### src/uart_pkg.sv
//====================================================================
// UART subsystem shared definitions
// Register map, bit masks, start-up configuration values and bus widths.
//====================================================================

package uart_pkg;

	// Wishbone bus widths.
	localparam int WB_ADDR_W = 3;
	localparam int WB_DATA_W = 8;
	localparam int DIV_W     = 16;

	// 16550 register addresses; 0 and 1 switch to the divisor with DLAB.
	localparam logic [WB_ADDR_W-1:0] REG_THR_DLL = 3'd0;
	localparam logic [WB_ADDR_W-1:0] REG_IER_DLM = 3'd1;
	localparam logic [WB_ADDR_W-1:0] REG_FCR     = 3'd2;
	localparam logic [WB_ADDR_W-1:0] REG_LCR     = 3'd3;
	localparam logic [WB_ADDR_W-1:0] REG_LSR     = 3'd5;

	localparam logic [WB_DATA_W-1:0] LCR_DLAB  = 8'h80; // Divisor latch access.
	localparam logic [WB_DATA_W-1:0] LSR_THRE  = 8'h20; // Holding register empty.
	localparam logic [WB_DATA_W-1:0] IER_ETBEI = 8'h02; // Tx empty interrupt enable.

	// Start-up configuration.
	localparam logic [DIV_W-1:0]     CFG_DIVISOR = 16'd8;
	localparam logic [WB_DATA_W-1:0] CFG_LCR     = 8'h03; // 8N1.
	localparam logic [WB_DATA_W-1:0] CFG_FCR     = 8'h00;

	// Index of the last bus access in the configuration sequence.
	localparam logic [3:0] CFG_LAST_STEP = 4'd8;

	// Frame bit index of the stop bit, start bit is index 0.
	localparam logic [3:0] TX_STOP_BIT = 4'd9;

endpackage

### src/uart_tx_core.sv
//====================================================================
// UART transmit serializer
// Start bit, eight data bits LSB first and one stop bit per frame,
// each bit lasting divisor clock cycles.
//====================================================================

`timescale 1ns/1ps

module uart_tx_core (
	input  logic                            clk,
	input  logic                            rstn,
	input  logic                            start_i,
	input  logic [uart_pkg::WB_DATA_W-1:0] byte_i,
	input  logic [uart_pkg::DIV_W-1:0]     divisor_i,
	output logic                            txd_o,
	output logic                            busy_o
);
	import uart_pkg::*;

	logic [DIV_W-1:0]     cnt_q;
	logic [3:0]           idx_q; // Bit within the frame.
	logic [WB_DATA_W-1:0] shift_q;
	logic                 busy_q, txd_q;
	logic                 bit_end, data_next;

	assign bit_end   = (cnt_q == divisor_i - 16'd1);
	assign data_next = (idx_q < TX_STOP_BIT - 4'd1); // Next bit is a data bit.

	always_ff @(posedge clk or negedge rstn) begin
		if (!rstn) begin
			busy_q <= 1'b0;
			txd_q  <= 1'b1;
			cnt_q  <= '0;
			idx_q  <= '0;
		end else if (!busy_q) begin
			if (start_i) begin
				busy_q <= 1'b1;
				txd_q  <= 1'b0; // Start bit.
				cnt_q  <= '0;
				idx_q  <= '0;
			end
		end else if (bit_end) begin
			cnt_q <= '0;
			if (idx_q == TX_STOP_BIT) begin
				busy_q <= 1'b0;
			end else begin
				idx_q <= idx_q + 4'd1;
				txd_q <= data_next ? shift_q[0] : 1'b1;
			end
		end else begin
			cnt_q <= cnt_q + 16'd1;
		end
	end

	always_ff @(posedge clk) begin
		if (!busy_q && start_i)
			shift_q <= byte_i;
		else if (busy_q && bit_end && data_next)
			shift_q <= shift_q >> 1;
	end

	assign txd_o  = txd_q;
	assign busy_o = busy_q;

endmodule

### src/uart_regs.sv
//====================================================================
// UART register block
// 16550 subset as a Wishbone slave, DLAB-switched divisor access,
// hands each THR byte to the serializer.
//====================================================================

`timescale 1ns/1ps

module uart_regs (
	input  logic                            clk,
	input  logic                            rstn,
	input  logic                            wb_cyc_i,
	input  logic                            wb_stb_i,
	input  logic                            wb_we_i,
	input  logic [uart_pkg::WB_ADDR_W-1:0] wb_adr_i,
	input  logic [uart_pkg::WB_DATA_W-1:0] wb_dat_i,
	output logic [uart_pkg::WB_DATA_W-1:0] wb_dat_o,
	output logic                            wb_ack_o,
	output logic                            tx_start_o,
	output logic [uart_pkg::WB_DATA_W-1:0] tx_byte_o,
	output logic [uart_pkg::DIV_W-1:0]     divisor_o,
	input  logic                            tx_busy_i,
	output logic                            irq_o
);
	import uart_pkg::*;

	logic [WB_DATA_W-1:0] lcr_q, ier_q, fcr_q, dll_q, dlm_q, thr_q;
	logic [WB_DATA_W-1:0] rdata, rdata_q;
	logic                 ack_q, start_q, thr_pending_q;
	logic                 access, dlab, thre;

	assign access = wb_cyc_i & wb_stb_i & ~ack_q; // One access per ack.
	assign dlab   = |(lcr_q & LCR_DLAB);
	assign thre   = ~thr_pending_q & ~start_q & ~tx_busy_i;
	assign irq_o  = |(ier_q & IER_ETBEI) & thre;

	always_comb begin
		case (wb_adr_i)
			REG_THR_DLL: rdata = dlab ? dll_q : '0; // No receiver.
			REG_IER_DLM: rdata = dlab ? dlm_q : ier_q;
			REG_FCR:     rdata = fcr_q;
			REG_LCR:     rdata = lcr_q;
			REG_LSR:     rdata = thre ? LSR_THRE : '0;
			default:     rdata = '0;
		endcase
	end

	always_ff @(posedge clk or negedge rstn) begin
		if (!rstn) begin
			lcr_q         <= '0;
			ier_q         <= '0;
			fcr_q         <= '0;
			dll_q         <= '0;
			dlm_q         <= '0;
			ack_q         <= 1'b0;
			start_q       <= 1'b0;
			thr_pending_q <= 1'b0;
		end else begin
			ack_q   <= access;
			start_q <= 1'b0;
			if (thr_pending_q && !tx_busy_i) begin
				start_q       <= 1'b1;
				thr_pending_q <= 1'b0;
			end
			if (access && wb_we_i) begin
				case (wb_adr_i)
					REG_THR_DLL: begin
						if (dlab) dll_q <= wb_dat_i;
						else thr_pending_q <= 1'b1;
					end
					REG_IER_DLM: begin
						if (dlab) dlm_q <= wb_dat_i;
						else ier_q <= wb_dat_i;
					end
					REG_FCR: fcr_q <= wb_dat_i;
					REG_LCR: lcr_q <= wb_dat_i;
					default: ; // LSR is read-only.
				endcase
			end
		end
	end

	always_ff @(posedge clk) begin
		if (access && !wb_we_i)
			rdata_q <= rdata;
		if (access && wb_we_i && wb_adr_i == REG_THR_DLL && !dlab)
			thr_q <= wb_dat_i;
	end

	assign wb_ack_o   = ack_q;
	assign wb_dat_o   = rdata_q;
	assign tx_start_o = start_q;
	assign tx_byte_o  = thr_q;
	assign divisor_o  = {dlm_q, dll_q};

endmodule

### src/wb_arbiter.sv
//====================================================================
// Two-master Wishbone arbiter
// Fixed priority to master 0, grant held for a whole bus cycle.
//====================================================================

`timescale 1ns/1ps

module wb_arbiter (
	input  logic                            clk,
	input  logic                            rstn,
	input  logic                            m0_cyc_i,
	input  logic                            m0_stb_i,
	input  logic                            m0_we_i,
	input  logic [uart_pkg::WB_ADDR_W-1:0] m0_adr_i,
	input  logic [uart_pkg::WB_DATA_W-1:0] m0_dat_i,
	output logic                            m0_ack_o,
	output logic [uart_pkg::WB_DATA_W-1:0] m0_dat_o,
	input  logic                            m1_cyc_i,
	input  logic                            m1_stb_i,
	input  logic                            m1_we_i,
	input  logic [uart_pkg::WB_ADDR_W-1:0] m1_adr_i,
	input  logic [uart_pkg::WB_DATA_W-1:0] m1_dat_i,
	output logic                            m1_ack_o,
	output logic [uart_pkg::WB_DATA_W-1:0] m1_dat_o,
	output logic                            s_cyc_o,
	output logic                            s_stb_o,
	output logic                            s_we_o,
	output logic [uart_pkg::WB_ADDR_W-1:0] s_adr_o,
	output logic [uart_pkg::WB_DATA_W-1:0] s_dat_o,
	input  logic [uart_pkg::WB_DATA_W-1:0] s_dat_i,
	input  logic                            s_ack_i
);

	logic owner_q; // 0: master 0, 1: master 1.
	logic grant;

	always_comb begin
		if (owner_q ? m1_cyc_i : m0_cyc_i)
			grant = owner_q; // Locked until the owner drops cyc.
		else if (m0_cyc_i)
			grant = 1'b0;
		else if (m1_cyc_i)
			grant = 1'b1;
		else
			grant = 1'b0;
	end

	always_ff @(posedge clk or negedge rstn) begin
		if (!rstn)
			owner_q <= 1'b0;
		else
			owner_q <= grant;
	end

	assign s_cyc_o = grant ? m1_cyc_i : m0_cyc_i;
	assign s_stb_o = grant ? m1_stb_i : m0_stb_i;
	assign s_we_o  = grant ? m1_we_i  : m0_we_i;
	assign s_adr_o = grant ? m1_adr_i : m0_adr_i;
	assign s_dat_o = grant ? m1_dat_i : m0_dat_i;

	assign m0_ack_o = s_ack_i & ~grant;
	assign m1_ack_o = s_ack_i & grant;
	assign m0_dat_o = grant ? '0 : s_dat_i;
	assign m1_dat_o = grant ? s_dat_i : '0;

endmodule

### src/uart_tx_feeder.sv
//====================================================================
// UART transmit feeder
// Wishbone master that polls LSR and writes each input byte to THR.
//====================================================================

`timescale 1ns/1ps

module uart_tx_feeder (
	input  logic                            clk,
	input  logic                            rstn,
	input  logic                            enable_i,
	input  logic                            tx_valid_i,
	input  logic [uart_pkg::WB_DATA_W-1:0] tx_data_i,
	output logic                            tx_ready_o,
	output logic                            wb_cyc_o,
	output logic                            wb_stb_o,
	output logic                            wb_we_o,
	output logic [uart_pkg::WB_ADDR_W-1:0] wb_adr_o,
	output logic [uart_pkg::WB_DATA_W-1:0] wb_dat_o,
	input  logic [uart_pkg::WB_DATA_W-1:0] wb_dat_i,
	input  logic                            wb_ack_i
);
	import uart_pkg::*;

	typedef enum logic [1:0] {ST_IDLE, ST_POLL, ST_GAP, ST_WRITE} state_t;

	state_t               state_q;
	logic                 thre_q;
	logic [WB_DATA_W-1:0] byte_q;

	assign tx_ready_o = enable_i & (state_q == ST_IDLE);
	assign wb_cyc_o   = (state_q == ST_POLL) || (state_q == ST_WRITE);
	assign wb_stb_o   = wb_cyc_o;
	assign wb_we_o    = (state_q == ST_WRITE);
	assign wb_adr_o   = wb_we_o ? REG_THR_DLL : REG_LSR;
	assign wb_dat_o   = byte_q;

	always_ff @(posedge clk or negedge rstn) begin
		if (!rstn) begin
			state_q <= ST_IDLE;
			thre_q  <= 1'b0;
		end else begin
			case (state_q)
				ST_IDLE: if (tx_ready_o && tx_valid_i) state_q <= ST_POLL;
				ST_POLL: begin
					if (wb_ack_i) begin
						thre_q  <= |(wb_dat_i & LSR_THRE);
						state_q <= ST_GAP;
					end
				end
				ST_GAP: state_q <= thre_q ? ST_WRITE : ST_POLL; // Keep polling while busy.
				default: if (wb_ack_i) state_q <= ST_IDLE;
			endcase
		end
	end

	always_ff @(posedge clk) begin
		if (tx_ready_o && tx_valid_i)
			byte_q <= tx_data_i;
	end

endmodule

### src/uart_cfg_master.sv
//====================================================================
// UART configuration sequencer
// Wishbone master that programs divisor, line format, FIFO control
// and interrupt enable by read-modify-write after a start pulse.
//====================================================================

`timescale 1ns/1ps

module uart_cfg_master (
	input  logic                            clk,
	input  logic                            rstn,
	input  logic                            start_i,
	output logic                            cfg_done_o,
	output logic                            wb_cyc_o,
	output logic                            wb_stb_o,
	output logic                            wb_we_o,
	output logic [uart_pkg::WB_ADDR_W-1:0] wb_adr_o,
	output logic [uart_pkg::WB_DATA_W-1:0] wb_dat_o,
	input  logic [uart_pkg::WB_DATA_W-1:0] wb_dat_i,
	input  logic                            wb_ack_i
);
	import uart_pkg::*;

	typedef enum logic [1:0] {ST_IDLE, ST_REQ, ST_GAP, ST_DONE} state_t;

	state_t               state_q;
	logic [3:0]           step_q;
	logic [WB_DATA_W-1:0] hold_q; // Last read value.

	// Access table, one entry per step.
	always_comb begin
		wb_we_o  = 1'b1;
		wb_adr_o = REG_LCR;
		wb_dat_o = '0;
		case (step_q)
			4'd0: wb_we_o = 1'b0;
			4'd1: wb_dat_o = hold_q | LCR_DLAB;
			4'd2: begin
				wb_adr_o = REG_IER_DLM;
				wb_dat_o = CFG_DIVISOR[15:8];
			end
			4'd3: begin
				wb_adr_o = REG_THR_DLL;
				wb_dat_o = CFG_DIVISOR[7:0];
			end
			4'd4: wb_we_o = 1'b0;
			4'd5: wb_dat_o = (hold_q | CFG_LCR) & ~LCR_DLAB; // Back to THR/IER map.
			4'd6: begin
				wb_adr_o = REG_FCR;
				wb_dat_o = CFG_FCR;
			end
			4'd7: begin
				wb_we_o  = 1'b0;
				wb_adr_o = REG_IER_DLM;
			end
			default: begin
				wb_adr_o = REG_IER_DLM;
				wb_dat_o = hold_q | IER_ETBEI;
			end
		endcase
	end

	assign wb_cyc_o   = (state_q == ST_REQ);
	assign wb_stb_o   = (state_q == ST_REQ);
	assign cfg_done_o = (state_q == ST_DONE);

	always_ff @(posedge clk or negedge rstn) begin
		if (!rstn) begin
			state_q <= ST_IDLE;
			step_q  <= '0;
		end else begin
			case (state_q)
				ST_IDLE: if (start_i) state_q <= ST_REQ;
				ST_REQ: begin
					if (wb_ack_i) begin
						state_q <= (step_q == CFG_LAST_STEP) ? ST_DONE : ST_GAP;
					end
				end
				ST_GAP: begin
					// Idle cycle between accesses.
					step_q  <= step_q + 4'd1;
					state_q <= ST_REQ;
				end
				default: state_q <= state_q;
			endcase
		end
	end

	always_ff @(posedge clk) begin
		if (state_q == ST_REQ && wb_ack_i && !wb_we_o)
			hold_q <= wb_dat_i;
	end

endmodule

### src/uart_subsys.sv
//====================================================================
// UART transmit subsystem top level
// Two Wishbone masters share the register block through an arbiter.
//====================================================================

`timescale 1ns/1ps

module uart_subsys (
	input  logic                            clk,
	input  logic                            rstn,
	input  logic                            start_i,
	output logic                            cfg_done_o,
	input  logic                            tx_valid_i,
	input  logic [uart_pkg::WB_DATA_W-1:0] tx_data_i,
	output logic                            tx_ready_o,
	output logic                            txd_o,
	output logic                            irq_o
);
	import uart_pkg::*;

	logic                 m0_cyc, m0_stb, m0_we, m0_ack;
	logic [WB_ADDR_W-1:0] m0_adr;
	logic [WB_DATA_W-1:0] m0_dat_w, m0_dat_r;
	logic                 m1_cyc, m1_stb, m1_we, m1_ack;
	logic [WB_ADDR_W-1:0] m1_adr;
	logic [WB_DATA_W-1:0] m1_dat_w, m1_dat_r;
	logic                 s_cyc, s_stb, s_we, s_ack;
	logic [WB_ADDR_W-1:0] s_adr;
	logic [WB_DATA_W-1:0] s_dat_w, s_dat_r;
	logic                 tx_start, tx_busy;
	logic [WB_DATA_W-1:0] tx_byte;
	logic [DIV_W-1:0]     divisor;

	uart_cfg_master i_uart_cfg_master (
		.clk        (clk),
		.rstn       (rstn),
		.start_i    (start_i),
		.cfg_done_o (cfg_done_o),
		.wb_cyc_o   (m0_cyc),
		.wb_stb_o   (m0_stb),
		.wb_we_o    (m0_we),
		.wb_adr_o   (m0_adr),
		.wb_dat_o   (m0_dat_w),
		.wb_dat_i   (m0_dat_r),
		.wb_ack_i   (m0_ack)
	);

	uart_tx_feeder i_uart_tx_feeder (
		.clk        (clk),
		.rstn       (rstn),
		.enable_i   (cfg_done_o), // Feed only after configuration.
		.tx_valid_i (tx_valid_i),
		.tx_data_i  (tx_data_i),
		.tx_ready_o (tx_ready_o),
		.wb_cyc_o   (m1_cyc),
		.wb_stb_o   (m1_stb),
		.wb_we_o    (m1_we),
		.wb_adr_o   (m1_adr),
		.wb_dat_o   (m1_dat_w),
		.wb_dat_i   (m1_dat_r),
		.wb_ack_i   (m1_ack)
	);

	wb_arbiter i_wb_arbiter (
		.clk      (clk),
		.rstn     (rstn),
		.m0_cyc_i (m0_cyc),
		.m0_stb_i (m0_stb),
		.m0_we_i  (m0_we),
		.m0_adr_i (m0_adr),
		.m0_dat_i (m0_dat_w),
		.m0_ack_o (m0_ack),
		.m0_dat_o (m0_dat_r),
		.m1_cyc_i (m1_cyc),
		.m1_stb_i (m1_stb),
		.m1_we_i  (m1_we),
		.m1_adr_i (m1_adr),
		.m1_dat_i (m1_dat_w),
		.m1_ack_o (m1_ack),
		.m1_dat_o (m1_dat_r),
		.s_cyc_o  (s_cyc),
		.s_stb_o  (s_stb),
		.s_we_o   (s_we),
		.s_adr_o  (s_adr),
		.s_dat_o  (s_dat_w),
		.s_dat_i  (s_dat_r),
		.s_ack_i  (s_ack)
	);

	uart_regs i_uart_regs (
		.clk        (clk),
		.rstn       (rstn),
		.wb_cyc_i   (s_cyc),
		.wb_stb_i   (s_stb),
		.wb_we_i    (s_we),
		.wb_adr_i   (s_adr),
		.wb_dat_i   (s_dat_w),
		.wb_dat_o   (s_dat_r),
		.wb_ack_o   (s_ack),
		.tx_start_o (tx_start),
		.tx_byte_o  (tx_byte),
		.divisor_o  (divisor),
		.tx_busy_i  (tx_busy),
		.irq_o      (irq_o)
	);

	uart_tx_core i_uart_tx_core (
		.clk       (clk),
		.rstn      (rstn),
		.start_i   (tx_start),
		.byte_i    (tx_byte),
		.divisor_i (divisor),
		.txd_o     (txd_o),
		.busy_o    (tx_busy)
	);

endmodule

### config.mk
export PLATFORM = sky130hd
export DESIGN_NAME = uart_subsys
export DESIGN_NICKNAME = d
export VERILOG_FILES = /design/src/uart_pkg.sv /design/src/uart_tx_core.sv /design/src/uart_regs.sv /design/src/wb_arbiter.sv /design/src/uart_tx_feeder.sv /design/src/uart_cfg_master.sv /design/src/uart_subsys.sv
export SDC_FILE = /design/constraint.sdc
export NUM_CORES = 1
export LEC_CHECK = 0
export BUFFER_PORTS_ARGS = -buffer_cell sky130_fd_sc_hd__buf_2
export CELL_PAD_IN_SITES_DETAIL_PLACEMENT = 1
export CELL_PAD_IN_SITES_GLOBAL_PLACEMENT = 2
export CORE_MARGIN = 2
export CORE_UTILIZATION = 31
export CTS_CLUSTER_SIZE = 12
export DETAILED_ROUTE_END_ITERATION = 10
export PLACE_DENSITY = 0.67
export SLEW_MARGIN = 20
export SYNTH_ARGS = -nofsm -noshare
export SYNTH_HDL_FRONTEND = slang
export SYNTH_HIERARCHICAL = 1
export SYNTH_SLANG_ARGS = --single-unit
### constraint.sdc
create_clock -name clk -period 4 [get_ports clk]
set_clock_uncertainty 0.15 [all_clocks]
set_input_delay 0.8 -clock clk [delete_from_list [all_inputs] [get_ports clk]]
set_output_delay 0.8 -clock clk [all_outputs]
set_load 0.02 [all_outputs]
# Word level (Yosys, flattened, before mapping)
# Cells that the tools add are included.
# word_totals
register_bits	115
word_cells	150
# op_classes
addsub	4
order_cmp	1
eq_ne	26
mux	49
bitwise_logic	13
reduce_logical	35
# ops
cell	n
$mux 16	3
$mux 8	5
$pmux 8 s5	1
$pmux 8 s4	1
$mux 1	22
$pmux 2 s3	3
$reduce_and 3->1	6
$add 16x1->16 const B	1
$eq 16x16->1	1
$eq 4x3->1 const B	4
$mux 4	4
$sub 16x1->16 const B	1
$mux 2	6
$mux 6	2
$logic_and 1x1->1	11
$ne 2x2->1 const B	5
$add 4x1->4 const B	2
$eq 2x2->1 const B	4
$eq 4x2->1 const B	2
$eq 4x4->1 const B	2
$and 1x1->1	7
$eq 3x2->1 const B	2
$mux 3	2
$not 1->1	6
17 further kinds	25

# Logic depth before layout (Yosys ltp)
# depth
ltp_word	10
depth_mapped	11
depth_no_buf	9

# Modules after synthesis
# Netlist, hierarchy kept.
# by_module_without_submodules
mod	instances	cells_per_inst	area_each_um2	seq_area_each_um2
uart_regs	1	163	2531.2	1556.5
uart_tx_core	1	240	2069.5	792.0
uart_cfg_master	1	63	720.7	390.4
uart_tx_feeder	1	29	425.4	315.3
wb_arbiter	1	38	347.8	25.0

# Least setup slack after synthesis
# OpenSTA, ideal clock, no wires.
# synth_timing
path_kind	reg-to-reg
start	register i_uart_regs.dll_q[0]
end	register i_uart_tx_core.shift_q[0], enable pin
setup_time_ps	374
arrival_ps	2639
setup_slack_ps	837
stages_incl_launch_ff	11
synth_period_minus_slack_ps	3163
path_cell_list	dfrtp_1 inv_1 ha_1 nor3b_1 nand2_1 xnor2_1 a2111o_1 or4_1 buf_2 buf_2 o21ai_1
# synth_via
elab_chain_cells	5
# synth_lines
item	line	text
from (decl)	uart_regs.sv:27	logic [WB_DATA_W-1:0] lcr_q, ier_q, fcr_q, dll_q, dlm_q, thr_q;
from (signal assigned)	uart_regs.sv:68	if (dlab) dll_q <= wb_dat_i;
$sub 16x1->16	uart_tx_core.sv:26	assign bit_end = (cnt_q == divisor_i - 16'd1);
$eq 16x16->1	uart_tx_core.sv:26	
$logic_and 1x1->1 (2 in a row)	uart_tx_core.sv:58	else if (busy_q && bit_end && data_next)
$reduce_bool 2->1 (no line)	n/a	
to (signal assigned)	uart_tx_core.sv:57	shift_q <= byte_i;
to (signal assigned)	uart_tx_core.sv:59	shift_q <= shift_q >> 1;
to (decl)	uart_tx_core.sv:22	logic [WB_DATA_W-1:0] shift_q;
# Every way passes these cells.
# A chain may end at the register's enable or synchronous reset.

# Worst setup path in the final report
# layout_timing
start	register i_uart_regs.dll_q[0]
end	register i_uart_tx_core.cnt_q[3]
# layout_via
elab_chain_cells	4
# layout_lines
item	line	text
$sub 16x1->16	uart_tx_core.sv:26	
$eq 16x16->1	uart_tx_core.sv:26	
$mux 16	uart_tx_core.sv:42	end else if (bit_end) begin
$mux 16	uart_tx_core.sv:35	end else if (!busy_q) begin
to (signal assigned)	uart_tx_core.sv:51	cnt_q <= cnt_q + 16'd1;
to (decl)	uart_tx_core.sv:20	logic [DIV_W-1:0] cnt_q;
# Every way passes these cells.

==> metrics.md <==
| Metric | Value |
|---|---|
| Status | `complete, no violations` |
| Number of endpoints failing setup at the final stage | `0` |
| Number of standard cells in the layout, taps in and fillers out | `820` |
| All-Layer GR Usage | `0.155` |
| Crit path time final | `3.46 ns` |
| Highest clock rate | `0.289 GHz` |
| Layout filler cell count | `2134` |
| Peak VDD IR | `0.000323 V` |
| Slew Limit Fails | `0` |
| Clock tree from TritonCTS | `done` |
| DIE AREA | `20700 um^2` |
| Horiz. Die Dim | `144 um` |
| Average size of a mapped cell | `11.5 um^2` |
| H-Tree Depth | `4` |
| Combined area of the multi-input logic cells | `2740 um^2` |
| Sink count of the clock tree | `115` |
| Initial antenna violation count | `0` |
| DRT antenna net count | `0` |
| Path category of the worst min-delay check | `in -> async` |
| Average wire per cell in the routed design | `18.0 um` |
| Number of iterations in the first detailed-routing pass | `4` |
| Pin slew with the least headroom to its limit | `0.751 ns` |
| Setup repair after global routing missed its margin | `no` |
| Per-cell via count in the routed design | `4.96` |
| Number of violations of the max-capacitance limit | `0` |
| Max Buffers Root-to-Sink | `2` |
| Hold Fails Final Rpt | `0` |
| Net count, final | `562` |
| Clock Root Buffer | `sky130_fd_sc_hd__clkbuf_16` |
| IO Pins | `16` |
| Number of I/O port buffers | `15` |
| Remaining global-route overflow | `0` |
| Number of placed instances with taps included | `788` |
| Power density relative to cell area | `795 nW/um^2` |
| Hold-fix buffers at CTS | `0` |
| Wirelength, routed | `14700 um` |
| Synth-to-layout area growth | `14.8%` |
| Syn Inst Count | `526` |
| Placeable Area | `19300 um^2` |
| CTS buffer count | `17` |
| Area of all sequential standard cells | `3080 um^2` |
| Clock transition at the registers of the reported paths | `0.06 ns` |
| Synthesized net count | `546` |
| Latest clock arrival within the worst-skew pair | `0.42 ns` |
| Fraction of final layout cells with drive strength greater than 1 | `0.241` |
| Weighted congestion at the end of routability-driven global placement | `0.787` |
| Cell area after technology mapping | `6050 um^2` |
| Endpoint kind of the worst setup timing path | `flip-flop` |
| Final Cycle Share | `0.866` |
| Vias in the first global route | `4471` |
| Arr. time, crit path | `3.62 ns` |
| Resize count post-CTS | `0` |
| Effective utilization at floorplan | `0.313` |
| Drc violations | `0` |
| Leak Pwr | `2.90 nW` |
| DR iter-0 viols | `164` |
| Summed negative setup slack over all endpoints | `0 ns` |
| Critical Path Fanout Max | `16` |
| Placement row count | `51` |
| Post-CTS repair timing setup buffer count | `0` |
| Crit Path Category | `reg -> reg` |
| Required time at the endpoint of the critical path | `4.15 ns` |
| Via Count | `4064` |
| Crit path launch type | `flip-flop` |
| Synth warn | `6` |
| Half-perimeter wire length after detailed placement | `9920 um` |
| Remaining max-slew budget at the tightest pin | `0.499` |
| Maximum number of pins on one net before global-route repair | `76` |
| Antenna diode instance count | `0` |
| First-pass GRT wire length | `24200 um` |
| Die height | `144 um` |
[per-stage QoR]
step	power (W)	area (um^2)	hold WS, ns	setup WS [ns]	util
floorplan	0.00349	6050	0.295	0.837	-
global placement	0.00398	6360	0.308	0.675	0.329
detailed placement	0.00405	6360	0.315	0.549	0.329
CTS	0.00558	6940	0.324	0.525	0.359
global route	0.00589	6940	0.317	0.315	0.359
finish	0.00552	6940	0.262	0.536	0.359
[where the power goes]
group          internal (W)  switching (W)
clock              0.000926       0.000558
combinational      0.000987        0.00119
sequential          0.00156       0.000301
[area by class of cell]
| type | count | area share |
|---|---|---|
| Timing Repair Buffer | 25 | 0.0225 |
| Clock inverter | 10 | 0.0137 |
| Multi-Input combinational cell | 367 | 0.394 |
| Inverter | 16 | 0.00865 |
| Sequential cell | 115 | 0.443 |
| Tap cell | 265 | 0.0477 |
| Clock buffer | 22 | 0.0699 |
[per-layer routing]
metal	part of all wire	vias to the layer above	GRT usage
li1	-	1925	-
met1	0.47	2081	0.194
met2	0.50	51	0.258
met3	0.029	7	0.0400
met4	0.0084	0	0.0537
met5	0	-	0
[path summary, 6_finish.rpt]
check | start | end | slack [ns] | depth (start not counted)
worst max-delay path | i_uart_regs/dll_q[0] | i_uart_tx_core/cnt_q[3] | 0.54 | 9
worst min-delay path | rstn | i_uart_tx_core/idx_q[1] | 0.26 | 1
worst max register to register | i_uart_regs/dll_q[0] | i_uart_tx_core/cnt_q[3] | 0.54 | 9
worst min register to register | i_uart_tx_core/txd_o | i_uart_tx_core/txd_o | 0.32 | 2
max in group asynchronous | rstn | i_uart_tx_feeder/state_q[1] | 2.90 | 1
min in group clk | i_uart_tx_core/txd_o | i_uart_tx_core/txd_o | 0.32 | 2
[placed cells by master (no fill, tap or decap), types with 14 or more instances in the layout]
cell type                   count
sky130_fd_sc_hd__inv_1         16
sky130_fd_sc_hd__buf_2         14
sky130_fd_sc_hd__nand3_1       17
sky130_fd_sc_hd__and2_1        14
sky130_fd_sc_hd__mux2i_1       14
sky130_fd_sc_hd__nor2_1        32
sky130_fd_sc_hd__edfxtp_1      40
sky130_fd_sc_hd__nand2_1       49
sky130_fd_sc_hd__clkbuf_16     18
sky130_fd_sc_hd__mux2_2        46
sky130_fd_sc_hd__xnor2_1       22
sky130_fd_sc_hd__dfrtp_1       74
[critical path, stage by stage, from the launching register on]
cell and delay (ns):
sky130_fd_sc_hd__dfrtp_1 0.44, sky130_fd_sc_hd__inv_1 0.09, sky130_fd_sc_hd__ha_1 0.20, sky130_fd_sc_hd__nor3b_1 0.30
sky130_fd_sc_hd__nand2_1 0.11, sky130_fd_sc_hd__xnor2_1 0.13, sky130_fd_sc_hd__a2111o_1 0.37, sky130_fd_sc_hd__or4_1 0.85
sky130_fd_sc_hd__and2_1 0.44, sky130_fd_sc_hd__a22o_1 0.27
[sequential cells by signal (all words and copies together) (netlist names), 2 cells and up]
| name | count |
|---|---|
| i_uart_regs/fcr_q | 8 |
| i_uart_cfg_master/state_q | 2 |
| i_uart_regs/lcr_q | 8 |
| i_uart_tx_core/cnt_q | 16 |
| i_uart_regs/dll_q | 8 |
| i_uart_regs/ier_q | 8 |
| i_uart_tx_core/shift_q | 8 |
| i_uart_regs/tx_byte_o | 8 |
| i_uart_cfg_master/step_q | 4 |
| i_uart_cfg_master/hold_q | 8 |
| i_uart_tx_core/idx_q | 4 |
| i_uart_regs/wb_dat_o | 8 |
| i_uart_regs/dlm_q | 8 |
| i_uart_tx_feeder/wb_dat_o | 8 |
| i_uart_tx_feeder/state_q | 2 |
No activity file was read; power rests on OpenSTA's default activity.
